<file path="config.mk">
export PLATFORM = sky130hd
export DESIGN_NAME = reply_builder
export DESIGN_NICKNAME = d
export VERILOG_FILES = /design/src/hw/sig_ver_pkg.sv /design/src/hw/reply_builder.sv
export VERILOG_INCLUDE_DIRS = /design/src /design/src/hw
export SDC_FILE = /design/constraint.sdc
export NUM_CORES = 1
export LEC_CHECK = 0
export BUFFER_PORTS_ARGS = -buffer_cell sky130_fd_sc_hd__buf_2
export CAP_MARGIN = 20
export CORE_MARGIN = 1.5
export CORE_UTILIZATION = 56
export CTS_BUF_LIST = sky130_fd_sc_hd__clkbuf_8 sky130_fd_sc_hd__clkbuf_16
export DETAILED_ROUTE_END_ITERATION = 6
export MAX_ROUTING_LAYER = met4
export PLACE_DENSITY_LB_ADDON = 0.1
export SLEW_MARGIN = 20
export SYNTH_ARGS = -nofsm -noshare
export SYNTH_HDL_FRONTEND = slang
export SYNTH_SLANG_ARGS = --single-unit
</file>
<file path="constraint.sdc">
create_clock -name i_clk -period 10.8 [get_ports i_clk]
set_clock_uncertainty 0.15 [all_clocks]
set_input_delay 0.54 -clock i_clk [delete_from_list [all_inputs] [get_ports i_clk]]
set_output_delay 0.54 -clock i_clk [all_outputs]
set_load 0.005 [all_outputs]
</file>
<file path="src/hw/sig_ver_settings.svh">
`ifndef SIG_VER_SETTINGS_SVH
`define SIG_VER_SETTINGS_SVH

// Stream and scalar widths
`define DAT_BITS 64
`define KEY_BITS 256
`define KEY_WORDS 4

// Register file depth in 64-bit words
`define REG_DEPTH 32

// Word addresses of the stored command fields
`define REG_ADDR_CMD 0
`define REG_ADDR_S 1
`define REG_ADDR_R 5
`define REG_ADDR_HASH 9
`define REG_ADDR_Q 13

// Data words after the index word: s, r, hash, Q.x, Q.y
`define SIG_WORDS 20

// Command and reply codes
`define CMD_VERIFY_SIG 16'h0100
`define RPL_VERIFY_SIG 16'h8100

// Reply length in words
`define RPL_WORDS 7

// secp256k1 group order
`define CURVE_N 256'hFFFFFFFFFFFFFFFFFFFFFFFFFFFFFFFEBAAEDCE6AF48A03BBFD25E8CD0364141

`endif

</file>
<file path="src/hw/sig_ver_pkg.sv">
`include "sig_ver_settings.svh"

package sig_ver_pkg;

  // One 256-bit scalar
  typedef logic [`KEY_BITS-1:0] key_t;

  // Command header, code in the low bits
  typedef struct packed {
    logic [15:0] rsvd;
    logic [31:0] len;
    logic [15:0] cmd;
  } header_t;

  // First word of a command is a header, later words are plain data
  typedef union packed {
    header_t              hdr;
    logic [`DAT_BITS-1:0] raw;
  } cmd_word_u;

  // One beat on the command or reply stream
  typedef struct packed {
    logic [`DAT_BITS-1:0] dat;
    logic                 sop;
    logic                 eop;
  } stream_beat_t;

  // Fields the checker needs from a verify command
  typedef struct packed {
    logic [`DAT_BITS-1:0] index;
    key_t                 s;
    key_t                 r;
  } sig_job_t;

  typedef struct packed {
    logic [5:0] rsvd;
    logic       out_of_range_r;
    logic       out_of_range_s;
  } ver_status_t;

  typedef struct packed {
    logic [`DAT_BITS-1:0] index;
    ver_status_t          status;
    key_t                 s_inv;
  } ver_result_t;

endpackage

</file>
<file path="src/hw/reply_builder.sv">
`timescale 1ns/1ps
`include "sig_ver_settings.svh"

module reply_builder
  import sig_ver_pkg::*;
(
  input  logic         i_clk,
  input  logic         i_rst,
  input  ver_result_t  i_result,
  input  logic         i_result_val,
  output stream_beat_t o_rpl,
  output logic         o_rpl_val,
  input  logic         i_rpl_rdy,
  output logic         o_done
);

  localparam int CNT_BITS = $clog2(`RPL_WORDS + 1);

  logic [`RPL_WORDS*`DAT_BITS-1:0] words;
  logic [CNT_BITS-1:0]             left;
  header_t                         rpl_hdr;
  logic                            xfer;
  logic                            load;

  assign xfer = o_rpl_val && i_rpl_rdy;
  assign load = i_result_val && !o_rpl_val;

  always_comb begin
    rpl_hdr     = '0;
    rpl_hdr.cmd = `RPL_VERIFY_SIG;
    rpl_hdr.len = 32'(`RPL_WORDS * 8);
  end

  // Current word sits in the low bits of the shift register
  always_comb begin
    o_rpl.dat = words[`DAT_BITS-1:0];
    o_rpl.sop = (left == CNT_BITS'(`RPL_WORDS));
    o_rpl.eop = (left == CNT_BITS'(1));
  end

  always_ff @(posedge i_clk) begin
    if (i_rst) begin
      o_rpl_val <= 1'b0;
      left      <= '0;
      o_done    <= 1'b0;
    end else begin
      o_done <= 1'b0;
      if (load) begin
        o_rpl_val <= 1'b1;
        left      <= CNT_BITS'(`RPL_WORDS);
      end else if (xfer) begin
        left <= left - CNT_BITS'(1);
        if (left == CNT_BITS'(1)) begin
          o_rpl_val <= 1'b0;
          o_done    <= 1'b1;
        end
      end
    end
  end

  // Header, index, status, then s_inv low word first
  always_ff @(posedge i_clk) begin
    if (load) begin
      words <= {i_result.s_inv,
                {(`DAT_BITS - $bits(ver_status_t)){1'b0}}, i_result.status,
                i_result.index,
                rpl_hdr};
    end else if (xfer) begin
      words <= words >> `DAT_BITS;
    end
  end

endmodule

</file>
; ---- Word level (Yosys, flattened, before mapping)
; Index checks and enable logic that the tools add are counted.
[word_totals]
inputBits = 332
ff_bits = 453
elab_cells = 24
[op_classes]
add_sub_neg = 1
n_eq_ne = 2
n_reduce_logical = 7
muxes = 8
n_bitwise = 1
[op_table]
columns = op, n
row1 = two-way mux 448 bit, 2
row2 = two-way mux 3 bit, 2
row3 = two-way mux 1 bit, 4
row4 = nonzero test 2 bit, 2
row5 = "== test 3 x 1 -> 1 bit, second input constant", 1
row6 = "== test 3 bit, second input constant", 1
row7 = OR reduction 3 bit, 1
row8 = "subtractor 3 x 1 -> 3 bit, second input constant", 1
row9 = logical AND 1 bit, 2
row10 = AND reduction 2 bit, 1
row11 = logical NOT 1 bit, 1
row12 = NOT 1 bit, 1

; ---- Logic depth before layout (Yosys ltp)
[depth]
depth_word = 4
depth_mapped = 7

; ---- Worst setup path before layout
; OpenSTA, ideal clock, no wires.
[synth_timing]
kind = input -> register
from = in i_rpl_rdy
to = reg words[100], enable pin
cell_stages = 4
path_buffers = 3
setup_time_ns = 0.691
t_arrival_ns = 7.606
t_required_ns = 9.959
slack_ns = 2.353
path_cell_list = buf_2 -> buf_6 -> buf_2 -> a21o_1
[synth_via]
elab_chain_cells = 2
[synth_lines]
columns = element, line_no
row1 = from (decl), reply_builder.sv:13  ; input logic i_rpl_rdy,
row2 = logical AND 1 bit, reply_builder.sv:25  ; assign xfer = o_rpl_val && i_rpl_rdy;
row3 = nonzero test 2 bit (no line), --
row4 = to (signal assigned), reply_builder.sv:64  ; words <= {i_result.s_inv,
row5 = to (signal assigned), reply_builder.sv:69  ; words <= words >> `DAT_BITS;
row6 = to (decl), reply_builder.sv:19  ; logic [`RPL_WORDS*`DAT_BITS-1:0] words;
; No other way between the ends.
; A chain may end at the register's enable or synchronous reset.

; ---- Final worst setup path
[layout_timing]
from = reg o_rpl_val
to = reg words[415], enable pin
[layout_via]
elab_chain_cells = 3
elab_cells_between_ends = 4
cone_classes = reduce/logical: 4
[layout_lines]
columns = element, line_no
row1 = from (decl), reply_builder.sv:12  ; output logic o_rpl_val,
row2 = from (signal assigned), reply_builder.sv:43  ; o_rpl_val <= 1'b0;
row3 = from (signal assigned), reply_builder.sv:49  ; o_rpl_val <= 1'b1;
row4 = from (signal assigned), reply_builder.sv:54  ; o_rpl_val <= 1'b0;
row5 = logical NOT 1 bit, reply_builder.sv:26  ; assign load = i_result_val && !o_rpl_val;
row6 = logical AND 1 bit, reply_builder.sv:26
row7 = nonzero test 2 bit (no line) *, --
; Every way passes the cells marked *; elsewhere a longest branch is shown, timed or not.

==> metrics.md <==
| Metric | Value |
|---|---|
| WP data required | `around 11 ns` |
| Commonest non-fill, non-tap cell in the layout | `buf_2` |
| Slowest stage delay, CP | `0.79 ns` |
| Arr. time, crit path | `4.15 ns` |
| Die ar. | `38190 µm²` |
| Top FF cell, synth | `edfxtp_1` |
| Startpoint types | `flop` |
| Core ar. | `36520 µm²` |
| Root Buffer | `clkbuf_16` |
| Relative slew slack | `30.57%` |
| Crit path max-delay cell type | `buf_4` |
| Outcome | `finished, final reports clean` |
| Vias | `14220` |
| Max Cap Viol | `0` |
| FF+latch count, synth | `between 400 and 500` |
| End of the worst hold path | `left[1]` |
| Final Max Slew Viols | `0` |
| Largest area contributor in the netlist | `edfxtp_1` |
| Clk sinks | `453` |
| Clk network pwr share | `a little under two fifths` |
| Seq/Total Area, Yosys | `59.57%` |
| Vias in the first global route | `13070` |
| Synthesized cell area | `20730 µm²` |
| RSZ-0062 raised after global routing | `no` |
| Pwr Total | `4.143 mW` |
| Detailed router's first-iteration violation count | `between 1000 and 1500` |
| First-pass GRT wire length | `73.40 mm` |
| CTS Buf Count | `48` |
| DR DRC count | `0` |
| Setup TNS | `0 ns` |
| Critical path, cell by cell | `nor2b_4 > buf_4 > a21o_4 > buf_6 > buf_4` |
| Mapped Avg Cell Area | `11.54 µm²` |
| Ys Warns | `0` |
| CTS clk-pin slew, worst paths | `0.06 ns` |
| # rows | `70` |
| Period minus WS final | `4.128 ns` |
| Largest fanout on the critical path | `99` |
| PwrDens | `176.0 nW/µm²` |
| Pin count of the biggest net entering global routing | `150` |
| Fraction of layout cells with a size suffix above 1 | `28.79%` |
| Routed len/inst | `18.70 µm` |
| Async SR Flop Fraction | `0%` |
| Sw frac | `a little under a quarter` |
| Reg2reg path depth | `5` |
| TritonRoute pass-1 iters | `5` |
| DP HPWL | `between 30 and 40 mm` |
| Worst vdd ir | `0.1257 mV` |
| Fmax | `242.2 MHz` |
| Commonest cells after routing, fill and taps aside | `buf_2, edfxtp_1, nand2_1` |
| Synth top area cells | `edfxtp_1, dfxtp_1, mux2_2` |
| Final setup vio count | `0` |
| Antenna Nets Post-Route | `0` |
| Cell family with most CP delay | `buffers and inverters` |
| Die Y | `195.4 µm` |
| R2R Setup Slk | `6.67 ns` |
| Number of synthesized flops with an enable pin | `328` |
| Hold Vio Cnt, Final | `0` |
| Combinational fraction of design power | `10.7%` |
| Worst Path Class, Setup | `flop to flop` |
| Gr ovfl total | `0` |
| Gate Count Post-Synth | `about 1800` |
| Initial Util | `56.77%` |
| Top cell type's share of synthesized area | `47.50%` |
| Die X | `195.4 µm` |
| IO Pins | `400` |
| Layout fillers | `2919` |
| Tot GR Track Use | `25.36%` |
| Hold Startpoint | `i_rst` |
| Initial antenna violation count | `19` |
| GP Congestion | `approximately 0.86` |
| Worst-margin pin slew | `1.041 ns` |
| Post-CTS Setup Repair Bufs | `0` |
| CTS tree | `built` |
| Routed WL | `between 40 and 50 mm` |
| H-tree levels | `2` |
| CTS Buffer Depth | `3` |
| Syn_nets | `2132` |
| Via density | `between 5 and 6` |
| Net switching power | `slightly below 1 mW` |
| Critical R2R Launch | `o_rpl_val` |
| Power Internal | `between 3 and 4 mW` |
| Cts repair resizes | `0` |
| Nature of the critical path endpoint | `flop` |
| Crit path top cell by count | `buf_4` |
| Pleak | `9.066 nW` |
| WP buf/inv | `3` |
| Reg power frac | `51.8%` |
| Port bufs | `roughly 400` |
| Reg2Reg Capture Point | `words[415]` |
| Min-Delay Path Class | `input pin to flop` |
| CTS Hold Bufs | `0` |
| Clk_lat worst skew | `0.55 ns` |
| Hold path cells | `2` |
| Crit share post-route | `about two fifths` |
| Layout area overhead | `13.55%` |
| Final net count | `2368` |
| Post-synth cell types | `28` |
| Layout Utilization | `64.46%` |
[logic make-up (layout without fill, tap and decap cells)]
| kind of cell | after synthesis | count (layout) | synth area share [%] |
|---|---|---|---|
| simple gates | 597 | 597 | 13.97 |
| flops | 453 | 453 | 59.57 |
| compound gates | 391 | 391 | 12.40 |
| buf+inv | 233 | 506 | 7.398 |
| mux | 119 | 119 | 6.433 |
| fa+ha+maj | 3 | 3 | 0.1811 |
| xor+xnor | 1 | 1 | 0.04225 |
| other cells | 0 | 21 | 0 |
[power groups by stage]
stage          combinational [mW]  sequential [mW]  clock (mW)
3_3_place_gp                0.427             2.17           0
2_1_floorplan               0.349             2.17           0
4_1_cts                     0.442             2.15        1.58
6_report                    0.443             2.15        1.55
5_1_grt                     0.493             2.16        1.65
3_5_place_dp                0.439             2.18           0
[worst register-to-register path: stages (launching register included)]
cell     delay, ns
dfxtp_4       0.61
nor2b_4       0.22
buf_4         0.61
a21o_4        0.57
buf_6         0.74
buf_4         0.82
[layer usage]
| metal | track usage, % | routed length, µm | vias up |
|---|---|---|---|
| met3 | 5.458 | 3660 | 67 |
| met2 | 34.37 | 20530 | 509 |
| li1 | - | - | 6968 |
| met1 | 38.09 | 22630 | 6673 |
| met4 | 7.407 | 1036 | 0 |
| met5 | - | 0 | - |
[worst max path at each step]
stage	from	slack (ns)	cells after the start	to
floorplan	i_rpl_rdy	2.35	4	words[100]
global placement	i_result_val	5.50	6	words[419]
detailed placement	i_result_val	5.44	6	words[419]
CTS	o_rpl_val	5.89	5	words[352]
global route	o_rpl_val	6.32	5	words[351]
finish	o_rpl_val	6.67	5	words[415]
[sequential cells by signal, indices dropped and copies added, names as in the netlist]
name	flops
o_done	1
left	3
words	448
o_rpl_val	1
[cells in the mapped netlist (2+ instances only)]
| library cell | instances |
|---|---|
| buf_6 | 27 |
| a32o_1 | 120 |
| clkbuf_1 | 40 |
| o21ai_0 | 214 |
| buf_4 | 101 |
| edfxtp_1 | 328 |
| nand2b_1 | 114 |
| buf_2 | 62 |
| and2_1 | 65 |
| a211oi_1 | 2 |
| mux2_2 | 114 |
| inv_1 | 3 |
| nor2_1 | 2 |
| a21oi_1 | 6 |
| o21ai_1 | 46 |
| nand3_1 | 146 |
| mux2i_1 | 5 |
| nor3_1 | 7 |
| dfxtp_1 | 125 |
| nand2_1 | 260 |
| ha_1 | 3 |
[cell type report]
cell class                 instances  area (µm²)  area share [%]
antenna                           21       52.55          0.2232
clock buffer                      56        1323           5.617
clock inverter                    31       177.7          0.7546
inverter                           3       11.26         0.04783
multi-input combinational       1111        6855           29.12
sequential                       453       12360           52.48
tap                              468       585.6           2.487
timing repair buffer             416        2183           9.274
[metrics by stage]
stage	cells	hold WS (ns)	setup WS (ns)	instance area, µm²
5_1_grt	2557	0.06728	6.323	23540
6_report	2559	0.08325	6.672	23540
4_1_cts	2536	0.04775	5.889	23440
2_1_floorplan	1797	0.2845	2.353	20730
3_5_place_dp	2449	0.3114	5.444	21940
3_3_place_gp	2449	0.2945	5.495	21940
Note: power is estimated with default switching activity, not from simulation.
