==> config.mk <==
export PLATFORM = sky130hd
export DESIGN_NAME = cmd_parser
export DESIGN_NICKNAME = d
export VERILOG_FILES = /design/src/hw/sig_ver_pkg.sv /design/src/hw/cmd_parser.sv
export VERILOG_INCLUDE_DIRS = /design/src /design/src/hw
export SDC_FILE = /design/constraint.sdc
export NUM_CORES = 1
export LEC_CHECK = 0
export BUFFER_PORTS_ARGS = -buffer_cell sky130_fd_sc_hd__buf_2
export CAP_MARGIN = 20
export CORE_AREA = 2 2 276 278
export CTS_BUF_LIST = sky130_fd_sc_hd__clkbuf_4 sky130_fd_sc_hd__clkbuf_8 sky130_fd_sc_hd__clkbuf_16
export DETAILED_ROUTE_END_ITERATION = 8
export DIE_AREA = 0 0 278 280
export SYNTH_ARGS = -nofsm -noshare
export SYNTH_HDL_FRONTEND = slang
export SYNTH_SLANG_ARGS = --single-unit
==> constraint.sdc <==
create_clock -name i_clk -period 10.3 [get_ports i_clk]
set_input_delay 2.06 -clock i_clk [delete_from_list [all_inputs] [get_ports i_clk]]
set_output_delay 2.06 -clock i_clk [all_outputs]
set_load 0.02 [all_outputs]
==> src/hw/sig_ver_settings.svh <==
`ifndef SIG_VER_SETTINGS_SVH
`define SIG_VER_SETTINGS_SVH

// Stream and scalar widths
`define DAT_BITS 64
`define KEY_BITS 256
`define KEY_WORDS 4

// Register file depth in 64-bit words
`define REG_DEPTH 32

// Word addresses of the stored command fields
`define REG_ADDR_CMD 0
`define REG_ADDR_S 1
`define REG_ADDR_R 5
`define REG_ADDR_HASH 9
`define REG_ADDR_Q 13

// Data words after the index word: s, r, hash, Q.x, Q.y
`define SIG_WORDS 20

// Command and reply codes
`define CMD_VERIFY_SIG 16'h0100
`define RPL_VERIFY_SIG 16'h8100

// Reply length in words
`define RPL_WORDS 7

// secp256k1 group order
`define CURVE_N 256'hFFFFFFFFFFFFFFFFFFFFFFFFFFFFFFFEBAAEDCE6AF48A03BBFD25E8CD0364141

`endif

==> src/hw/sig_ver_pkg.sv <==
`include "sig_ver_settings.svh"

package sig_ver_pkg;

  // One 256-bit scalar
  typedef logic [`KEY_BITS-1:0] key_t;

  // Command header, code in the low bits
  typedef struct packed {
    logic [15:0] rsvd;
    logic [31:0] len;
    logic [15:0] cmd;
  } header_t;

  // First word of a command is a header, later words are plain data
  typedef union packed {
    header_t              hdr;
    logic [`DAT_BITS-1:0] raw;
  } cmd_word_u;

  // One beat on the command or reply stream
  typedef struct packed {
    logic [`DAT_BITS-1:0] dat;
    logic                 sop;
    logic                 eop;
  } stream_beat_t;

  // Fields the checker needs from a verify command
  typedef struct packed {
    logic [`DAT_BITS-1:0] index;
    key_t                 s;
    key_t                 r;
  } sig_job_t;

  typedef struct packed {
    logic [5:0] rsvd;
    logic       out_of_range_r;
    logic       out_of_range_s;
  } ver_status_t;

  typedef struct packed {
    logic [`DAT_BITS-1:0] index;
    ver_status_t          status;
    key_t                 s_inv;
  } ver_result_t;

endpackage

==> src/hw/cmd_parser.sv <==
`timescale 1ns/1ps
`include "sig_ver_settings.svh"

module cmd_parser
  import sig_ver_pkg::*;
(
  input  logic                          i_clk,
  input  logic                          i_rst,
  input  stream_beat_t                  i_cmd,
  input  logic                          i_cmd_val,
  output logic                          o_cmd_rdy,
  input  logic                          i_done,
  output logic                          o_wr_en,
  output logic [$clog2(`REG_DEPTH)-1:0] o_wr_addr,
  output logic [`DAT_BITS-1:0]          o_wr_dat,
  output sig_job_t                      o_job,
  output logic                          o_job_val
);

  localparam int ADDR_BITS = $clog2(`REG_DEPTH);

  typedef enum logic [2:0] {
    IDLE,
    GET_INDEX,
    PARSE,
    WAIT_DONE,
    IGNORE
  } state_t;

  state_t                 state;
  cmd_word_u              cmd_w;
  logic                   xfer;
  logic [4:0]             cnt;
  logic [ADDR_BITS-1:0]   word_addr;

  assign cmd_w     = i_cmd.dat;
  // Held off while a job is being checked and replied to
  assign o_cmd_rdy = (state != WAIT_DONE);
  assign xfer      = i_cmd_val && o_cmd_rdy;

  // Data word count to register address
  always_comb begin
    case (cnt[4:2])
      3'd0:    word_addr = ADDR_BITS'(`REG_ADDR_S + cnt[1:0]);
      3'd1:    word_addr = ADDR_BITS'(`REG_ADDR_R + cnt[1:0]);
      3'd2:    word_addr = ADDR_BITS'(`REG_ADDR_HASH + cnt[1:0]);
      default: word_addr = ADDR_BITS'(`REG_ADDR_Q + cnt - 12);
    endcase
  end

  always_ff @(posedge i_clk) begin
    if (i_rst) begin
      state     <= IDLE;
      cnt       <= '0;
      o_wr_en   <= 1'b0;
      o_job_val <= 1'b0;
    end else begin
      o_wr_en   <= 1'b0;
      o_job_val <= 1'b0;
      case (state)
        IDLE: begin
          if (xfer) begin
            if (cmd_w.hdr.cmd == `CMD_VERIFY_SIG) begin
              o_wr_en <= 1'b1;
              state   <= GET_INDEX;
            end else if (!i_cmd.eop) begin
              state <= IGNORE;
            end
          end
        end
        GET_INDEX: begin
          if (xfer) begin
            cnt   <= '0;
            state <= PARSE;
          end
        end
        PARSE: begin
          if (xfer) begin
            o_wr_en <= 1'b1;
            cnt     <= cnt + 5'd1;
            if (cnt == 5'(`SIG_WORDS - 1)) begin
              o_job_val <= 1'b1;
              state     <= WAIT_DONE;
            end
          end
        end
        WAIT_DONE: begin
          if (i_done) begin
            state <= IDLE;
          end
        end
        IGNORE: begin
          // Drain until the end of the foreign command
          if (xfer && i_cmd.eop) begin
            state <= IDLE;
          end
        end
        default: state <= IDLE;
      endcase
    end
  end

  // Write data and job fields
  always_ff @(posedge i_clk) begin
    if (xfer) begin
      o_wr_dat  <= cmd_w.raw;
      o_wr_addr <= (state == IDLE) ? ADDR_BITS'(`REG_ADDR_CMD) : word_addr;
      if (state == GET_INDEX) begin
        o_job.index <= cmd_w.raw;
      end
      if (state == PARSE) begin
        if (cnt < 5'(`KEY_WORDS)) begin
          o_job.s[cnt[1:0]*`DAT_BITS +: `DAT_BITS] <= cmd_w.raw;
        end else if (cnt < 5'(2*`KEY_WORDS)) begin
          o_job.r[cnt[1:0]*`DAT_BITS +: `DAT_BITS] <= cmd_w.raw;
        end
      end
    end
  end

endmodule

Word-level counts from Yosys, hierarchy flattened
Cells that the tools add are included.
Widths: inputs -> output; s select.
{"block": "word_totals", "wordCells": 70, "regBits": 655, "input_bits": 70}
{"block": "classes", "muxes": 20, "magnitude_cmp": 2, "n_shift": 2, "bitwise": 3, "n_addsub": 7, "reduce_logical": 11, "eq_ne": 16}
{"op": "$bwmux 256", "count": 2}
{"op": "$shift 64x34->256 const A", "count": 1}
{"op": "$shiftx 64x34->256", "count": 1}
{"op": "$neg 8->34", "count": 1}
{"op": "$mux 3", "count": 8}
{"op": "$eq 16x9->1 const B", "count": 1}
{"op": "$pmux 3 s5", "count": 1}
{"op": "$pmux 5 s3", "count": 1}
{"op": "$ne 2x2->1 const B", "count": 6}
{"op": "$mux 5", "count": 2}
{"op": "$pmux 5 s2", "count": 1}
{"op": "$eq 3x2->1 const B", "count": 3}
{"op": "$reduce_and 7->1", "count": 1}
{"op": "$eq 3x1->1 const B", "count": 2}
{"op": "$logic_not 3->1", "count": 2}
{"op": "$reduce_and 3->1", "count": 2}
{"op": "$add 4x2->5 const A", "count": 1}
{"op": "$add 4x5->5 const A", "count": 1}
{"op": "$add 5x1->5 const B", "count": 1}
{"op": "$eq 5x5->1 const B", "count": 1}
{"op": "$lt 5x3->1 const B", "count": 1}
{"op": "$lt 5x4->1 const B", "count": 1}
{"op": "$sub 5x4->5 const B", "count": 1}
{"op": "$add 3x2->4 const A", "count": 1}
{"op": "other kinds (12)", "count": 18}

Depth between registers and ports, before layout
{"block": "depth", "word_depth": 5, "mapped_depth": 6, "ltp_nobuf": 5}

Least setup slack after synthesis
Ideal clock, no wire load.
{"block": "synth_path", "path_type": "input to register", "from": "in i_cmd_val", "to": "reg o_job[256] (netlist name), enable pin", "t_arrival_ns": 8.627, "cell_stages": 3, "slack_ns": 1.030, "required_time_ns": 9.656, "cell_sequence": "clkbuf_1 nand3_1 nor4_1"}
{"block": "synth_via", "elab_chain_len": 2}
{"element": "from (decl)", "line": "cmd_parser.sv:10", "rtl": "input logic i_cmd_val,"}
{"element": "$logic_and 1x1->1", "line": "cmd_parser.sv:39", "rtl": "assign xfer = i_cmd_val && o_cmd_rdy;"}
{"element": "$reduce_and 3->1 (no source line)"}
{"element": "to (decl)", "line": "cmd_parser.sv:16", "rtl": "output sig_job_t o_job,"}
No other way between the ends.
A chain may end at the register's enable or synchronous reset.

Worst setup path after layout
{"block": "layout_path", "from": "in i_cmd_val", "to": "reg o_job[8] (netlist name), enable pin"}
{"block": "layout_via", "elab_chain_len": 2}
{"element": "$logic_and 1x1->1", "line": "cmd_parser.sv:39"}
{"element": "$reduce_and 4->1 (no source line)"}
No other way between the ends.

==> flow_summary.json <==
{
  "drt-initial-drc-count": 1003,
  "crit_chain": "buf_2 > and3_1 > nand3_1 > nor2_4 > buf_12 > buf_4",
  "max-vdd-ir-drop_uv": 130,
  "stdcell_area_sq_um": 29200,
  "synth_top_area_cell": "edfxtp_1",
  "worstHoldPathCells": 1,
  "min_to": "state[1]",
  "antenna_cells": 0,
  "fp.coreArea_sq_um": 75200,
  "cts_setup_buffers": 0,
  "routed_wl_um": 64000,
  "critical_path.top_delay_family": "simple AND/OR/NAND/NOR gates",
  "ant_nets": 0,
  "cp_slowest_cell": "buf_4",
  "grt_usage_pct": 15.7,
  "worstPathArrival_ps": 4250,
  "final_util_pct": 38.8,
  "r2r_cells": 6,
  "dpl.hpwl_um": 45000,
  "cp_max_fo": 36,
  "synth.avg_cell_area_sq_um": 21.2,
  "fillers": 6921,
  "grt_max_degree": 65,
  "worstHoldPathType": "reg -> reg",
  "gp_congestion": 0.818,
  "cts_root_buf": "clkbuf_16",
  "finClkSkew_ps": 29.0,
  "tightest_slew_ps": 666,
  "worstReg2RegStart": "state[0]",
  "multi_input_area_sq_um": 2250,
  "post_drt_wl_per_cell_um": 22.5,
  "rsz0062_at_grt": "no",
  "viasPerCell": 4.46,
  "die_y_um": 280,
  "die_x_um": 278,
  "ctsHoldBuffers": 0,
  "first_pass_iters": 5,
  "seq_area_frac_synth_pct": 89.4,
  "leakage_nw": 11.6,
  "maxSlewHeadroom_pct": 55.6,
  "drv_cap": 0,
  "core.rowCount": 101,
  "cts_tree": "done",
  "cts.sink_count": 655,
  "synth_area_leaders": "edfxtp_1 (88%), and2_1 (7.3%), dfxtp_1 (0.91%)",
  "rrSetupSlack_ps": 7320,
  "min_period_over_period_pct": 39.2,
  "ys_types": 42,
  "cts-htree-levels": 3,
  "yosysWarnings": 0,
  "synth_fp_nets": 1109,
  "power.density_nw_per_um2": 189,
  "first_global_vias": 12800,
  "portBuffers": 716,
  "antenna_found_initial": 1,
  "end_kind": "register",
  "fin_crit_ps": 4030,
  "fin_nets": 1890,
  "syn_inst": 1033,
  "cp_num_buf_inv": 3,
  "syn2layout_area_growth_pct": 33.2,
  "critPathLaunchType": "primary input",
  "regToRegEndpoint": "o_job[8]",
  "postPlaceCellArea_sq_um": 26800,
  "final-hold-violation-count": 0,
  "cts_buffers": 69,
  "clk_path_buf_depth": 3,
  "route.vias.total": 12700,
  "post_cts_resized": 0,
  "cts.clk_slew.worst_paths_ps": 60,
  "final.setup.tns_ps": 0,
  "yosysTopAreaCellShare_pct": 88.5,
  "grt.overflow.total": 0,
  "min-delay-start": "state[2]",
  "drive_gt1_share_pct": 46.4,
  "setup_violations": 0,
  "slowest_delay_ps": 540,
  "status": "complete, no violations",
  "synth_seq_cells": 655,
  "insertion_delay_ps": 590,
  "path_class": "in -> reg",
  "initial_core_util_pct": 29.1,
  "cp.required_ps": 10520,
  "grt_pass1_wl_um": 88800,
  "ios": 718,
  "synth_area_sq_um": 21900,
  "max_freq_ghz": 0.248,
  "ff_latch_area_sq_um": 19600,
  "drc": 0,
  "slew_violations": 0,
  "dieArea_sq_um": 77800
}
==> flip-flops by register name, summed over array words and instances, names as in the netlist <==
name       cells
o_job        576
o_wr_dat      64
cnt            5
o_wr_addr      5
state          3
o_job_val      1
o_wr_en        1
==> routing by layer <==
| layer | track usage (%) | wire [um] | up-vias |
|---|---|---|---|
| li1 | - | - | 5484 |
| met1 | 18.0 | 23700 | 6379 |
| met2 | 27.1 | 32600 | 674 |
| met3 | 4.63 | 5290 | 130 |
| met4 | 7.28 | 2460 | 0 |
| met5 | 0 | 0 | - |
==> worst reg2reg max path: stages, from the launching register on <==
cell and delay [ps]:
dfxtp_1 410, nor2_1 200, and3_1 330, nand3_1 380, nor2_4 430, buf_12 260, buf_4 550
==> power by group <==
part	switching (mW)	internal (mW)	leakage, nW	total (mW)
Clock	1.01	1.49	1.12	2.50
Combinational	0.0690	0.0272	4.14	0.0962
Sequential	0.00365	2.92	6.34	2.92
Total	1.08	4.44	11.6	5.52
==> cell type report <==
class | instances | area share, %
clock buffers | 78 | 6.21
clock inverters | 41 | 1.57
inverters | 9 | 0.116
multi-input cells | 337 | 7.71
flip-flops and latches | 655 | 67.1
well taps | 978 | 4.20
repair buffers | 742 | 13.1
==> logic make-up after synthesis <==
family | Yosys count | synth area share (%)
XOR/XNOR | 4 | 0.160
flip-flops | 655 | 89.4
adder cells (fa/ha/maj) | 6 | 0.343
AND/OR/NAND/NOR | 310 | 8.81
AO/OA/AOI/OAI | 17 | 0.566
buffers and inverters | 41 | 0.709
==> cells in the mapped netlist, drive strengths merged <==
master / instances
nor3b: 4
o211ai: 1
ha: 6
nand2b: 1
inv: 9
clkbuf: 30
buf: 2
o41ai: 1
o211a: 1
a21o: 1
and3: 3
dfxtp: 10
a311oi: 1
nand4bb: 1
nor4: 4
nor2b: 1
a211o: 1
nand3: 6
nor3: 6
xnor2: 2
or4: 4
a41oi: 1
or4b: 1
a22oi: 2
and4: 1
xor2: 2
nand3b: 1
or2: 1
nand2: 3
o31ai: 1
a21oi: 4
nor2: 14
and2: 257
a31oi: 1
and4b: 1
edfxtp: 645
nand4: 1
a211oi: 2
==> worst max path at each step <==
stage	start	end	slack, ps	cells past startpoint
after global placement	i_cmd_val	o_job[8]	5270	5
final	i_cmd_val	o_job[8]	6270	6
after detailed placement	i_cmd_val	o_job[7]	5090	5
after global routing	i_cmd_val	o_job[2]	6170	6
after CTS	i_cmd_val	o_job[59]	5780	5
after floorplan	i_cmd_val	o_job[256]	1030	3
==> through the flow <==
| step | instances | hold slack, ps | setup slack [ps] | power, mW |
|---|---|---|---|---|
| detailed placement | 2719 | 581 | 5090 | 3.07 |
| global placement | 2719 | 542 | 5270 | 3.07 |
| finish | 2840 | 589 | 6270 | 5.52 |
| CTS | 2838 | 589 | 5780 | 5.57 |
| global route | 2840 | 637 | 6170 | 5.68 |
| floorplan | 1033 | 508 | 1030 | 3.02 |
==> cells in the final DEF, fill, tap and decap left out, types with 2 or more instances in the layout <==
| cell | count |
|---|---|
| or4_1 | 4 |
| and3_1 | 3 |
| a22oi_1 | 2 |
| dfxtp_1 | 10 |
| nor2_4 | 4 |
| clkinvlp_4 | 2 |
| nand3_1 | 6 |
| and2_1 | 256 |
| a211oi_1 | 2 |
| xor2_1 | 2 |
| bufinv_16 | 9 |
| inv_2 | 2 |
| ha_1 | 6 |
| nor3b_4 | 3 |
| clkbuf_16 | 70 |
| clkbuf_4 | 8 |
| nand2_1 | 3 |
| buf_4 | 24 |
| nor4_2 | 4 |
| inv_1 | 7 |
| clkinv_1 | 14 |
| clkinv_2 | 10 |
| inv_6 | 4 |
| buf_2 | 716 |
| a21oi_1 | 4 |
| xnor2_1 | 2 |
| nor3_1 | 5 |
| nor2_1 | 10 |
| edfxtp_1 | 645 |
Power figures use the tool's default switching activity.
