--- config.mk ---
export PLATFORM = sky130hd
export DESIGN_NAME = sig_ver_ctrl
export DESIGN_NICKNAME = d
export VERILOG_FILES = /design/src/hw/sig_ver_pkg.sv /design/src/hw/sig_ver_ctrl.sv
export VERILOG_INCLUDE_DIRS = /design/src /design/src/hw
export SDC_FILE = /design/constraint.sdc
export NUM_CORES = 1
export LEC_CHECK = 0
export BUFFER_PORTS_ARGS = -buffer_cell sky130_fd_sc_hd__buf_2
export CORE_AREA = 3 3 552 554
export CTS_BUF_LIST = sky130_fd_sc_hd__clkbuf_4 sky130_fd_sc_hd__clkbuf_8
export DETAILED_ROUTE_END_ITERATION = 7
export DIE_AREA = 0 0 555 557
export PLACE_DENSITY_LB_ADDON = 0.25
export SLEW_MARGIN = 20
export SYNTH_ARGS = -nofsm -noshare
export SYNTH_HDL_FRONTEND = slang
export SYNTH_SLANG_ARGS = --single-unit
export TNS_END_PERCENT = 100
--- constraint.sdc ---
create_clock -name i_clk -period 30.4 [get_ports i_clk]
set_input_delay 6.08 -clock i_clk [delete_from_list [all_inputs] [get_ports i_clk]]
set_output_delay 6.08 -clock i_clk [all_outputs]
set_load 0.03 [all_outputs]
--- src/hw/sig_ver_settings.svh ---
`ifndef SIG_VER_SETTINGS_SVH
`define SIG_VER_SETTINGS_SVH

// Stream and scalar widths
`define DAT_BITS 64
`define KEY_BITS 256
`define KEY_WORDS 4

// Register file depth in 64-bit words
`define REG_DEPTH 32

// Word addresses of the stored command fields
`define REG_ADDR_CMD 0
`define REG_ADDR_S 1
`define REG_ADDR_R 5
`define REG_ADDR_HASH 9
`define REG_ADDR_Q 13

// Data words after the index word: s, r, hash, Q.x, Q.y
`define SIG_WORDS 20

// Command and reply codes
`define CMD_VERIFY_SIG 16'h0100
`define RPL_VERIFY_SIG 16'h8100

// Reply length in words
`define RPL_WORDS 7

// secp256k1 group order
`define CURVE_N 256'hFFFFFFFFFFFFFFFFFFFFFFFFFFFFFFFEBAAEDCE6AF48A03BBFD25E8CD0364141

`endif

--- src/hw/sig_ver_pkg.sv ---
`include "sig_ver_settings.svh"

package sig_ver_pkg;

  // One 256-bit scalar
  typedef logic [`KEY_BITS-1:0] key_t;

  // Command header, code in the low bits
  typedef struct packed {
    logic [15:0] rsvd;
    logic [31:0] len;
    logic [15:0] cmd;
  } header_t;

  // First word of a command is a header, later words are plain data
  typedef union packed {
    header_t              hdr;
    logic [`DAT_BITS-1:0] raw;
  } cmd_word_u;

  // One beat on the command or reply stream
  typedef struct packed {
    logic [`DAT_BITS-1:0] dat;
    logic                 sop;
    logic                 eop;
  } stream_beat_t;

  // Fields the checker needs from a verify command
  typedef struct packed {
    logic [`DAT_BITS-1:0] index;
    key_t                 s;
    key_t                 r;
  } sig_job_t;

  typedef struct packed {
    logic [5:0] rsvd;
    logic       out_of_range_r;
    logic       out_of_range_s;
  } ver_status_t;

  typedef struct packed {
    logic [`DAT_BITS-1:0] index;
    ver_status_t          status;
    key_t                 s_inv;
  } ver_result_t;

endpackage

--- src/hw/sig_ver_ctrl.sv ---
`timescale 1ns/1ps
`include "sig_ver_settings.svh"

module sig_ver_ctrl
  import sig_ver_pkg::*;
(
  input  logic        i_clk,
  input  logic        i_rst,
  input  sig_job_t    i_job,
  input  logic        i_job_val,
  output key_t        o_inv_dat,
  output logic        o_inv_val,
  input  logic        i_inv_rdy,
  input  key_t        i_inv_res,
  input  logic        i_inv_res_val,
  output logic        o_inv_res_rdy,
  output ver_result_t o_result,
  output logic        o_result_val
);

  typedef enum logic {
    IDLE,
    INV_WAIT
  } state_t;

  state_t      state;
  ver_status_t status;
  logic        job_take;

  // Scalars must lie in [1, n-1]
  always_comb begin
    status                = '0;
    status.out_of_range_s = (i_job.s >= `CURVE_N) || (i_job.s == '0);
    status.out_of_range_r = (i_job.r >= `CURVE_N) || (i_job.r == '0);
  end

  assign job_take      = i_job_val && (state == IDLE);
  assign o_inv_res_rdy = (state == INV_WAIT);

  always_ff @(posedge i_clk) begin
    if (i_rst) begin
      state        <= IDLE;
      o_inv_val    <= 1'b0;
      o_result_val <= 1'b0;
    end else begin
      o_result_val <= 1'b0;
      if (o_inv_val && i_inv_rdy) begin
        o_inv_val <= 1'b0;
      end
      case (state)
        IDLE: begin
          if (i_job_val) begin
            if (status.out_of_range_s) begin
              // No inverse for a bad s, answer at once
              o_result_val <= 1'b1;
            end else begin
              o_inv_val <= 1'b1;
              state     <= INV_WAIT;
            end
          end
        end
        INV_WAIT: begin
          if (i_inv_res_val) begin
            o_result_val <= 1'b1;
            state        <= IDLE;
          end
        end
        default: state <= IDLE;
      endcase
    end
  end

  always_ff @(posedge i_clk) begin
    if (job_take) begin
      o_result.index  <= i_job.index;
      o_result.status <= status;
      o_result.s_inv  <= '0;
      o_inv_dat       <= i_job.s;
    end else if (o_inv_res_rdy && i_inv_res_val) begin
      o_result.s_inv <= i_inv_res;
    end
  end

endmodule

=== Yosys cells after proc, flatten, opt, wreduce, memory -nomap -nowiden ===
Cells that the tools add are included.

* Bitwise operators: 1
* Magnitude comparators: 2
* Muxes and demuxes: 12
* Reductions and logical operators: 7

{| class="wikitable"
|+ Operators with widths
! kind !! number
|-
| greater-or-equal comparator 256 bit, second input constant || 2
|-
| zero test 256 bit || 2
|-
| 2-to-1 mux 1 bit || 10
|-
| one-hot mux 1 bit (2 select lines) || 2
|-
| logical AND 1 bit || 3
|-
| logical OR 1 bit || 2
|-
| NOT 1 bit || 1
|}

* Input port bits: 837
* Flip-flop bits (word level): 581
* Output and inout bits: 587

=== Logic depth before layout (Yosys ltp) ===
Gate-level depths: netlist of run 1.

* Depth in word-level cells: 5
* Gate-level depth with buffers: 6
* Mapped depth without buffers: 6

=== Least setup slack after synthesis of run 1 ===
OpenSTA, ideal clock, no wires.

* Kind: input port to flip-flop
* Start: input i_job_val
* End: register o_inv_dat[0] (enable)
* Path buffers: 1
* Required time: 29586 ps
* Slack: 14450 ps
* Stages on the path: 3
* Arrival time: 15136 ps
* Path through: nand2b_1 clkinv_1 clkbuf_1

* Cells in the longest elaborated chain, start to end: 1

{| class="wikitable"
|+ RTL lines
! element !! RTL line !! RTL
|-
| start, declared || sig_ver_ctrl.sv:10 || <nowiki>input logic i_job_val,</nowiki>
|-
| logical AND 1 bit || sig_ver_ctrl.sv:37 || <nowiki>assign job_take = i_job_val && (state == IDLE);</nowiki>
|-
| named net job_take || sig_ver_ctrl.sv:28 || <nowiki>logic job_take;</nowiki>
|-
| end signal, assigned || sig_ver_ctrl.sv:78 || <nowiki>o_inv_dat <= i_job.s;</nowiki>
|-
| end, declared || sig_ver_ctrl.sv:11 || <nowiki>output key_t o_inv_dat,</nowiki>
|}

The timed path passes the listed nets, and every way through them passes these cells.
A chain may end at the register's enable or synchronous reset.

=== Final worst setup path of run 1 ===
* Start: input i_job[332] (netlist name)
* End: register state, in the netlist o_inv_res_rdy

* Cells in the longest elaborated chain, start to end: 5

{| class="wikitable"
|+ RTL lines
! element !! RTL line !! RTL
|-
| start, declared || sig_ver_ctrl.sv:9 || <nowiki>input sig_job_t i_job,</nowiki>
|-
| greater-or-equal comparator 256 bit (no line) / zero test 256 bit (equally long branches) || - ||
|-
| logical OR 1 bit * || sig_ver_ctrl.sv:33 || <nowiki>status.out_of_range_s = (i_job.s >= `CURVE_N) || (i_job.s == '0);</nowiki>
|-
| 2-to-1 mux 1 bit * || sig_ver_ctrl.sv:53 || <nowiki>if (status.out_of_range_s) begin</nowiki>
|-
| 2-to-1 mux 1 bit * || sig_ver_ctrl.sv:52 || <nowiki>if (i_job_val) begin</nowiki>
|-
| one-hot mux 1 bit (2 select lines) * || sig_ver_ctrl.sv:50 || <nowiki>case (state)</nowiki>
|-
| end signal, assigned || sig_ver_ctrl.sv:42 || <nowiki>state <= IDLE;</nowiki>
|-
| end signal, assigned || sig_ver_ctrl.sv:58 || <nowiki>state <= INV_WAIT;</nowiki>
|-
| end signal, assigned || sig_ver_ctrl.sv:65 || <nowiki>state <= IDLE;</nowiki>
|-
| end, declared || sig_ver_ctrl.sv:26 || <nowiki>state_t state;</nowiki>
|}

Every way passes the cells marked *; elsewhere a longest branch is shown, timed or not.

==> metrics.yaml, run 1 <==
synth:
  synth_most_common_cell: "nand2_1"
  ys_top_cells_by_area: "edfxtp_1 46%, dfxtp_1 24%, nand2_1 9.6%"
  ys_types: 54
  yosysWarnings: 0
  syn_area_sq_mm: 0.02121
  postSynthAreaPerCell_sq_um: 11.19
  synth_ff_type: "edfxtp_1"
  synth_largest_area_cell: "edfxtp_1"
  seq_area_frac_synth_pct: 70.04
  async_flop_share_pct: 0
  synth_edf_count: 322
  netlist_top_cells_count: "543 x nand2_1, 322 x edfxtp_1, 266 x a21oi_1"
  yosys.area.top_type_share_pct: 45.59
  ys_ff_latch: 581
  synthCells: 1896
clocking:
  cts_resized: 0
  cts-buffers-inserted: 125
  h-tree-depth: 3
  cts_tree: "built"
  cts_setup_buffers: 0
  postCtsHoldBufs: 0
  root_buffer: "clkbuf_8"
  cts.sinks: 581
  clk_pin_slew_ns: 0.06
  clockBufferDepth: 4
  clk_latency_ns: 0.93
route:
  drt-vias-per-instance: 3.190
  ant_nets: 0
  first_pass_iters: 5
  drc: 0
  vias: 23787
  drt-initial-drc-count: 1812
  drt-total-wl_mm: 232.8
  wl_per_cell_microns: 31.22
final_layout:
  nets: 4220
  multi_input_area_sq_mm: 0.006157
  utilization_pct: 11.97
  stdcell_area_sq_mm: 0.03593
  regArea_sq_mm: 0.01485
  num-fill-cells: 34775
  drive_gt1_share_pct: 48.53
  syn2layout_area_growth_pct: 69.40
sta:
  slew_viol_final: 0
  hold_viol_final: 0
  rsz0062_at_grt: "no"
  fin_crit_sh_pct: 27.75
  worst_pin_slew_ns: 1.172
  min_period_ns: 8.437
  tns_ns: 0
  relSlewSlack_pct: 21.13
  fin_skew_ns: 0.1190
  setup_viol: 0
  fin_hold_ws_ns: 0.4506
  fmax_mhz: 118.5
run:
  drv_cap: 0
setup_path:
  endpoint_kind: "flop"
  crit_required_ns: 31.19
  worstSetupPathType: "input port to flop"
  crit_arrival_ns: 9.23
  critPathMaxFanout: 4
  critPathLaunchType: "input port"
status:
  status: "finished clean"
global_route:
  grt_max_degree: 98
  grtUsageTotal_pct: 14.32
  grt_pass1_wl_mm: 283.1
  grt_pass1_vias: 23840
  antenna_found_initial: 172
  grt_overflow: 0
power_and_ir_drop:
  vdd_drop_max_mv: 0.03606
  leakagePower_nw: 13.94
  power_density_mw_per_mm2: 62.25
floorplanning:
  rows: 201
  core_sq_mm: 0.3000
  die-area_sq_mm: 0.3091
  io_pins: 1424
  start_util_pct: 7.069
  die_y_microns: 557
  die_x_microns: 555
placed_design:
  dpl_cell_area_sq_mm: 0.03331
  hpwl_mm: 202.4
  gp_congestion: 0.8973
  io_buffers: 1417
hold_path:
  hold_path_class: "flop to flop"
-- cell families after synthesis --
logic type             count (synthesis)  share of synthesized area, %
AO/OA/AOI/OAI                        320                         8.206
buffers and inverters                 96                         1.805
flip-flops                           581                         70.04
other                                  1                       0.01768
AND/OR/NAND/NOR                      898                         19.93
-- flip-flops by register name, indices dropped and copies added, names as in the netlist --
register,flops
o_inv_val,1
o_result_val,1
o_inv_res_rdy,1
o_result,322
o_inv_dat,256
-- area by class of cell --
| type | instances | share of cell area (%) |
|---|---|---|
| inverters | 5 | 0.07313 |
| clock inverters | 41 | 0.9194 |
| diodes | 20 | 0.1393 |
| repair buffers | 1446 | 20.40 |
| clock buffers | 181 | 6.202 |
| flip-flops and latches | 581 | 41.34 |
| well taps | 3958 | 13.78 |
| multi-input cells | 1224 | 17.14 |
-- worst max-delay path, stage by stage --
cell and delay, ns:
buf_2 0.16, or4_1 0.51, nor4_1 0.97, nand4_1 0.49, o221ai_1 0.61, o21a_1 0.29, o32ai_1 0.11
-- report_power, final --
part | internal [W] | switching [W] | leakage [nW] | total [W]
registers | 0.000887 | 0.0000303 | 5.20 | 0.000917
logic | 0.0000923 | 0.000298 | 7.40 | 0.000390
clock network | 0.000502 | 0.000427 | 1.34 | 0.000929
-- stage by stage --
step	instances	total power [W]	setup WS (ns)
finish	7456	0.002236	21.96
global route	7443	0.002341	21.89
CTS	7436	0.002301	22.09
detailed placement	7214	0.001333	21.01
global placement	7212	0.001335	20.03
floorplan	1901	0.001090	14.45
-- path summary, 6_finish.rpt --
check,from,end,slack (ns),cells past startpoint
setup / recovery,i_job[332],o_inv_res_rdy$_SDFF_PP0_,21.96,7
hold / removal,o_result[5]$_SDFFE_PP0P_,o_result[5]$_SDFFE_PP0P_,0.45,2
setup reg to reg,o_inv_res_rdy$_SDFF_PP0_,o_result[314]$_DFFE_PP_,26.57,5
hold reg to reg,o_result[5]$_SDFFE_PP0P_,o_result[5]$_SDFFE_PP0P_,0.45,2
-- cell usage in the layout (no fill, tap or decap), drive strengths merged, types with 17 or more instances in the layout --
cell type and n:
a21oi 266, buf 1446, clkbuf 181, clkinv 29, dfxtp 259, diode 20, edfxtp 322, nand2 543
nand4 109, nor2 27, nor3 17, nor4 140
-- metal layers --
layer  GRT usage [%]  up-vias  routed length (microns)
met3           7.914      435                    30660
met5               0        -                      446
li1                -    10014                        -
met2           24.19     1638                   109200
met4           4.138       64                     8235
met1           15.26    11636                    84210
(Power assumes the default switching activity.)
==> run 2: changes to the inputs <==
--- a/config.mk
+++ b/config.mk
@@ -7,10 +7,10 @@
 export NUM_CORES = 1
 export LEC_CHECK = 0
 export BUFFER_PORTS_ARGS = -buffer_cell sky130_fd_sc_hd__buf_2
-export CORE_AREA = 3 3 552 554
+export CORE_AREA = 3 3 560 562
 export CTS_BUF_LIST = sky130_fd_sc_hd__clkbuf_4 sky130_fd_sc_hd__clkbuf_8
 export DETAILED_ROUTE_END_ITERATION = 7
-export DIE_AREA = 0 0 555 557
+export DIE_AREA = 0 0 563 565
 export PLACE_DENSITY_LB_ADDON = 0.25
 export SLEW_MARGIN = 20
 export SYNTH_ARGS = -nofsm -noshare
==> constraint.sdc (replaced) <==
create_clock -name i_clk -period 8.8 [get_ports i_clk]
set_input_delay 1.76 -clock i_clk [delete_from_list [all_inputs] [get_ports i_clk]]
set_output_delay 1.76 -clock i_clk [all_outputs]
set_load 0.03 [all_outputs]
==> run 2 against run 1 <==
  * Utilization is 0.19 points lower
  * Critical endpoint is now o_result[256]$_DFFE_PP_
  * Die area up 2.9%
  * Hold slack got worse by 0.00067 ns
  * Total power increased to 3.5 times the previous value
  * Non-clock buffer count is 12 higher
  * Setup slack lost 17 ns
  * Combinational power grew to 3.4 times the previous value
  * Clock skew up 0.0025 ns
  * Global-route usage fell by 1.0 points
  * Largest cell class unchanged
  * Sequential cell count did not move
  * Sequential share of layout area down 0.55 points
==> metrics.yaml, run 2 (synthesized netlist as in run 1, its figures left out) <==
clocking:
  root_buffer: "clkbuf_8"
  clockBufferDepth: 4  # unchanged
  postCtsHoldBufs: 0  # unchanged
  clk_latency_ns: 0.94  # about the same
  cts-buffers-inserted: 125  # unchanged
  cts_resized: 0  # unchanged
  cts_tree: "built"
  clk_pin_slew_ns: 0.06  # about the same
  cts.sinks: 581  # unchanged
  h-tree-depth: 3  # unchanged
  cts_setup_buffers: 0  # unchanged
setup_path:
  crit_arrival_ns: 5.03  # -4.20 ns
  worstSetupPathType: "input port to flop"
  worstReg2RegStart: "o_inv_res_rdy$_SDFF_PP0_"
  critPathLaunchType: "input port"
  reg2reg_depth: 4  # -1
  endpoint_kind: "flop"
  critPathMaxFanout: 4  # unchanged
  critPathLaunch: "i_job[332]"
  crit_required_ns: 9.61  # -21.58 ns
floorplanning:
  start_util_pct: 6.867  # -0.20 points
  core_sq_mm: 0.3088  # +2.9%
  die-area_sq_mm: 0.3181  # +2.9%
  io_pins: 1424  # unchanged
  die_x_microns: 563  # +1.4%
  rows: 204  # +1.5%
  die_y_microns: 565  # +1.4%
sta:
  hold_viol_final: 0  # unchanged
  fmax_mhz: 237.0
  fin_skew_ns: 0.1215  # +0.002519 ns
  setup_viol: 0  # unchanged
  rsz0062_at_grt: "no"
  tns_ns: 0  # unchanged
  slew_viol_final: 0  # unchanged
  fin_crit_sh_pct: 47.94
  min_period_ns: 4.219
  relSlewSlack_pct: 27.81  # +6.7 points
  worst_pin_slew_ns: 1.077  # -0.09519 ns
global_route:
  grt_pass1_vias: 23859  # +0.080%
  antenna_found_initial: 139  # -19%
  grt_pass1_wl_mm: 272.5  # -3.7%
  grtUsageTotal_pct: 13.28  # -1.0 points
  grt_max_degree: 147  # +50%
  grt_overflow: 0  # unchanged
final_layout:
  stdcell_area_sq_mm: 0.03641  # +1.3%
  num-fill-cells: 35771  # +2.9%
  drive_gt1_share_pct: 48.95  # +0.42 points
  largest-register: "o_result"
  nets: 4232  # +0.28%
  largest_reg_flops: 322  # unchanged
  reg_top3: "o_result: 322 flops, o_inv_dat: 256 flops"
  syn2layout_area_growth_pct: 71.68
  layout_commonest_cell: "buf_2"
  layout_common_cells: "1418 x buf_2, 542 x nand2_1, 322 x edfxtp_1"
route:
  first_pass_iters: 5  # unchanged
  ant_nets: 0  # unchanged
  drt-initial-drc-count: 1783  # -1.6%
  vias: 23748  # -0.16%
  wl_per_cell_microns: 29.22  # -6.4%
  drc: 0  # unchanged
  drt-vias-per-instance: 3.111  # -2.5%
  drt-total-wl_mm: 223.1  # -4.2%
power_and_ir_drop:
  power_density_mw_per_mm2: 212.5  # +240%
  seqPwrFrac_pct: 40.7  # -0.3 points
  leakagePower_nw: 14.06  # +0.88%
  p_switching_w: 0.002531  # +240%
  comb_power_share_pct: 17.3  # about the same
  switching_share_pct: 32.70  # -1.1 points
  p_int_w: 0.005208  # +250%
  vdd_drop_max_mv: 0.1074  # +200%
  clkPwrFrac_pct: 42.0  # +0.4 points
hold_path:
  hp-start: "o_result[187]$_SDFFE_PP0P_"
  hold_path_class: "flop to flop"
  holdPathStages: 2  # unchanged
status:
  status: "finished clean"
run:
  drv_cap: 0  # unchanged
placed_design:
  io_buffers: 1417  # unchanged
  gp_congestion: 0.9057  # +0.94%
  dpl_cell_area_sq_mm: 0.03373  # +1.3%
  hpwl_mm: 193.6  # -4.3%
run 2: cell types whose count changed in the layout (fill, tap and decap cells not counted), moves of 2 or more:
cell and change:
clkbuf_8 -3, inv_12 +2, nor4_1 -10, bufinv_16 +4
clkinvlp_4 -3, buf_4 +6, buf_12 +4, clkinv_4 -2
diode_2 +7, nor4_2 +10
run 2: worst max-delay path, cell delays in order:
cell and delay [ns]:
buf_2 0.17, or4_1 0.52, nor4_1 0.51, buf_4 0.23, nand4_1 0.71, a311oi_2 0.50, buf_4 0.24, o21a_1 0.20
or3_1 0.14
run 2: routing by layer:
layer  up-vias  track usage, %  wire length (microns)
met3       357           6.112                  25420
met1     11707           15.30                  86680
li1      10048               -                      -
met2      1580           22.04                 104100
met4        56           3.629                   6486
met5         -               0                    394
run 2: power groups by stage:
| stage | Sequential [W] | Clock (W) | Combinational [W] |
|---|---|---|---|
| global route | 0.00317 | 0.00353 | 0.00142 |
| finish | 0.00315 | 0.00325 | 0.00134 |
| floorplan | 0.00354 | 0 | 0.000201 |
| detailed placement | 0.00320 | 0 | 0.00137 |
| global placement | 0.00321 | 0 | 0.00137 |
| CTS | 0.00315 | 0.00344 | 0.00137 |
run 2: layout make-up:
type,instances,area [sq um],share of cell area [%]
diodes,27,67.56,0.1856
clock buffers,177,2180,5.986
clock inverters,42,430.4,1.182
inverters,5,26.28,0.07216
multi-input cells,1224,6225,17.10
flip-flops and latches,581,14850,40.79
well taps,4120,5155,14.16
repair buffers,1458,7475,20.53
run 2: through the flow:
stage | instances | setup WS (ns) | total power (W) | hold slack, ns | utilization [%]
final | 7634 | 4.581 | 0.007739 | 0.4499 | 11.79
after global routing | 7618 | 4.700 | 0.008114 | 0.4672 | 11.78
after CTS | 7607 | 4.672 | 0.007969 | 0.4541 | 11.77
after detailed placement | 7388 | 3.585 | 0.004574 | 0.4453 | 10.92
after global placement | 7377 | 2.448 | 0.004577 | 0.4403 | 10.85
after floorplan | 1901 | 2.189 | 0.003744 | 0.5840 | -
run 2: worst paths after layout:
check,slack (ns),to
setup / recovery,4.58,o_result[256]$_DFFE_PP_
hold / removal,0.45,o_result[187]$_SDFFE_PP0P_
setup reg to reg,5.72,o_inv_dat[47]$_DFFE_PP_
hold reg to reg,0.45,o_result[187]$_SDFFE_PP0P_
==> run 3: changes to the inputs <==
==> constraint.sdc (replaced) <==
create_clock -name i_clk -period 4.2 [get_ports i_clk]
set_input_delay 0.84 -clock i_clk [delete_from_list [all_inputs] [get_ports i_clk]]
set_output_delay 0.84 -clock i_clk [all_outputs]
set_load 0.03 [all_outputs]
==> run 3 against run 2 <==
  * First-iteration DRC count fell by 2.0%
  * Clock skew rose by 0.012 ns
  * Clock-buffer cell count grew 13
  * Design area grew 2.8%
  * Global-route usage grew 0.20 points
  * Sequential power grew 110%
  * Critical endpoint is now o_result[257]$_DFFE_PP_
  * Largest cell class unchanged
  * Highest routed layer unchanged
==> metrics.yaml, run 3 (synthesized netlist as in run 1, its figures left out) <==
final_layout:
  largest-register: "o_result"
  multi_input_area_sq_mm: 0.006136  # -1.4%
  drive_gt1_share_pct: 48.57  # -0.39 points
  layout_common_cells: "1418 x buf_2, 542 x nand2_1, 322 x edfxtp_1"
  regArea_sq_mm: 0.01485  # unchanged
  nets: 4336  # +2.5%
  syn2layout_area_growth_pct: 76.55
  stdcell_area_sq_mm: 0.03744  # +2.8%
  largest_reg_flops: 322  # unchanged
  utilization_pct: 12.12  # +0.33 points
  layout_commonest_cell: "buf_2"
  reg_top3: "o_result: 322 flops, o_inv_dat: 256 flops"
  num-fill-cells: 35754  # -0.048%
  layout.cells.non_filler: 7763  # +1.7%
setup_path:
  rr_endpoint: "o_inv_dat[213]$_DFFE_PP_"
  worstReg2RegStart: "o_inv_res_rdy$_SDFF_PP0_"
  worstSetupPathType: "input port to flop"
  rrSetupSlack_ns: 1.86  # -3.86 ns
  critPathLaunchType: "input port"
  crit_required_ns: 4.84  # -4.77 ns
  crit_arrival_ns: 3.94  # -1.09 ns
  reg2reg_depth: 3  # -1
  critPathMaxFanout: 3  # -1
  endpoint_kind: "flop"
clocking:
  cts.sinks: 581  # unchanged
  cts_resized: 0  # unchanged
  clockBufferDepth: 4  # unchanged
  cts_tree: "built"
  clk_latency_ns: 0.90  # -0.04 ns
  clk_pin_slew_ns: 0.06  # about the same
  cts-buffers-inserted: 136  # +8.8%
  h-tree-depth: 4  # +1
  root_buffer: "clkbuf_8"
power_and_ir_drop:
  leakagePower_nw: 14.57  # +3.6%
  power_density_mw_per_mm2: 444.1  # +110%
  total_power_w: 0.01663  # +110%
  vdd_drop_max_mv: 0.1980  # +84%
route:
  drt-initial-drc-count: 1747  # -2.0%
  first_pass_iters: 7  # +2
  vias: 24009  # +1.1%
  drc: 0  # unchanged
  drt-vias-per-instance: 3.093  # -0.58%
  ant_nets: 0  # unchanged
  wl_per_cell_microns: 29.13  # -0.32%
  drt-total-wl_mm: 226.1  # +1.4%
hold_path:
  hold_path_class: "input port to flop"
  hold_path_end: "o_result[277]$_DFFE_PP_"
  hp-start: "i_job[525]"
  holdPathStages: 1  # -1
placed_design:
  gp_congestion: 0.9185  # +1.4%
  place_inst: 7425  # +0.50%
  dpl_cell_area_sq_mm: 0.03401  # +0.81%
  hpwl_mm: 196.2  # +1.3%
  io_buffers: 1417  # unchanged
sta:
  min_period_ns: 3.295
  rsz0062_at_grt: "no"
  fin_hold_ws_ns: 0.1476  # -0.3023 ns
  setup_viol: 0  # unchanged
  fmax_mhz: 303.5
  worst_pin_slew_ns: 0.9917  # -0.08536 ns
  fin_crit_sh_pct: 78.45
  fin_skew_ns: 0.1334  # +0.01192 ns
  slew_viol_final: 0  # unchanged
  relSlewSlack_pct: 33.28  # +5.5 points
  hold_viol_final: 0  # unchanged
global_route:
  antenna_found_initial: 130  # -6.5%
  grt_overflow: 0  # unchanged
  grt_pass1_wl_mm: 276.4  # +1.4%
  grt_max_degree: 85  # -42%
  grtUsageTotal_pct: 13.47  # +0.20 points
  grt_pass1_vias: 24577  # +3.0%
floorplanning:
  die_y_microns: 565  # unchanged
  die_x_microns: 563  # unchanged
  die-area_sq_mm: 0.3181  # unchanged
  io_pins: 1424  # unchanged
  rows: 204  # unchanged
  start_util_pct: 6.867  # unchanged
  core_sq_mm: 0.3088  # unchanged
status:
  status: "finished clean"
run:
  drv_cap: 0  # unchanged
## run 3: cell type report
cell class	instances	share of cell area, %
Clock inverter	46	1.089
Inverter	5	0.07017
Antenna cell	46	0.3074
Tap cell	4120	13.77
Sequential cell	581	39.67
Multi-Input combinational cell	1224	16.39
Timing Repair Buffer	1551	22.43
Clock buffer	190	6.282
## run 3: worst max-delay path: stages
cell      delay (ns)
buf_2           0.12
nor4_1          0.53
nand3_1         0.59
or4_1           0.71
a311oi_1        0.70
o41ai_1         0.22
a21oi_1         0.22
## run 3: how the worst max path moves through the flow
stage	from	end	slack, ns	cells after the start
floorplan	i_job_val	o_inv_dat[0]$_DFFE_PP_	0.37	3
global placement	i_job[289]	o_result[256]$_DFFE_PP_	-0.68	9
detailed placement	i_job[334]	o_inv_res_rdy$_SDFF_PP0_	0.02	8
CTS	i_job[324]	o_inv_res_rdy$_SDFF_PP0_	1.00	9
global route	i_job[324]	o_result[256]$_DFFE_PP_	0.95	9
finish	i_job[87]	o_result[257]$_DFFE_PP_	0.91	7
## run 3: through the flow
step	TNS, ns	worst slack (ns)
finish	0	0.9052
global route	0	0.9493
CTS	0	1.001
detailed placement	0	0.01980
global placement	-2.482	-0.6772
floorplan	0	0.3733
## run 3: power by group
| group | internal, W | switching, W | leakage, nW | total, W |
|---|---|---|---|---|
| combinational | 0.000744 | 0.00214 | 7.92 | 0.00289 |
| clock | 0.00399 | 0.00312 | 1.44 | 0.00712 |
| sequential | 0.00642 | 0.000209 | 5.20 | 0.00663 |
| total | 0.0112 | 0.00548 | 14.6 | 0.0166 |
## run 3: per-layer routing
layer	track usage, %	wire length [microns]
met4	4.128	7423
met3	6.585	28310
met1	15.19	85060
met2	22.28	105100
met5	0	278
## run 3: timing repair
| action | CTS | global route |
|---|---|---|
| setup buffers | 0 | 0 |
| hold buffers | 56 | 0 |
| hold endpoints to repair | 56 | 0 |
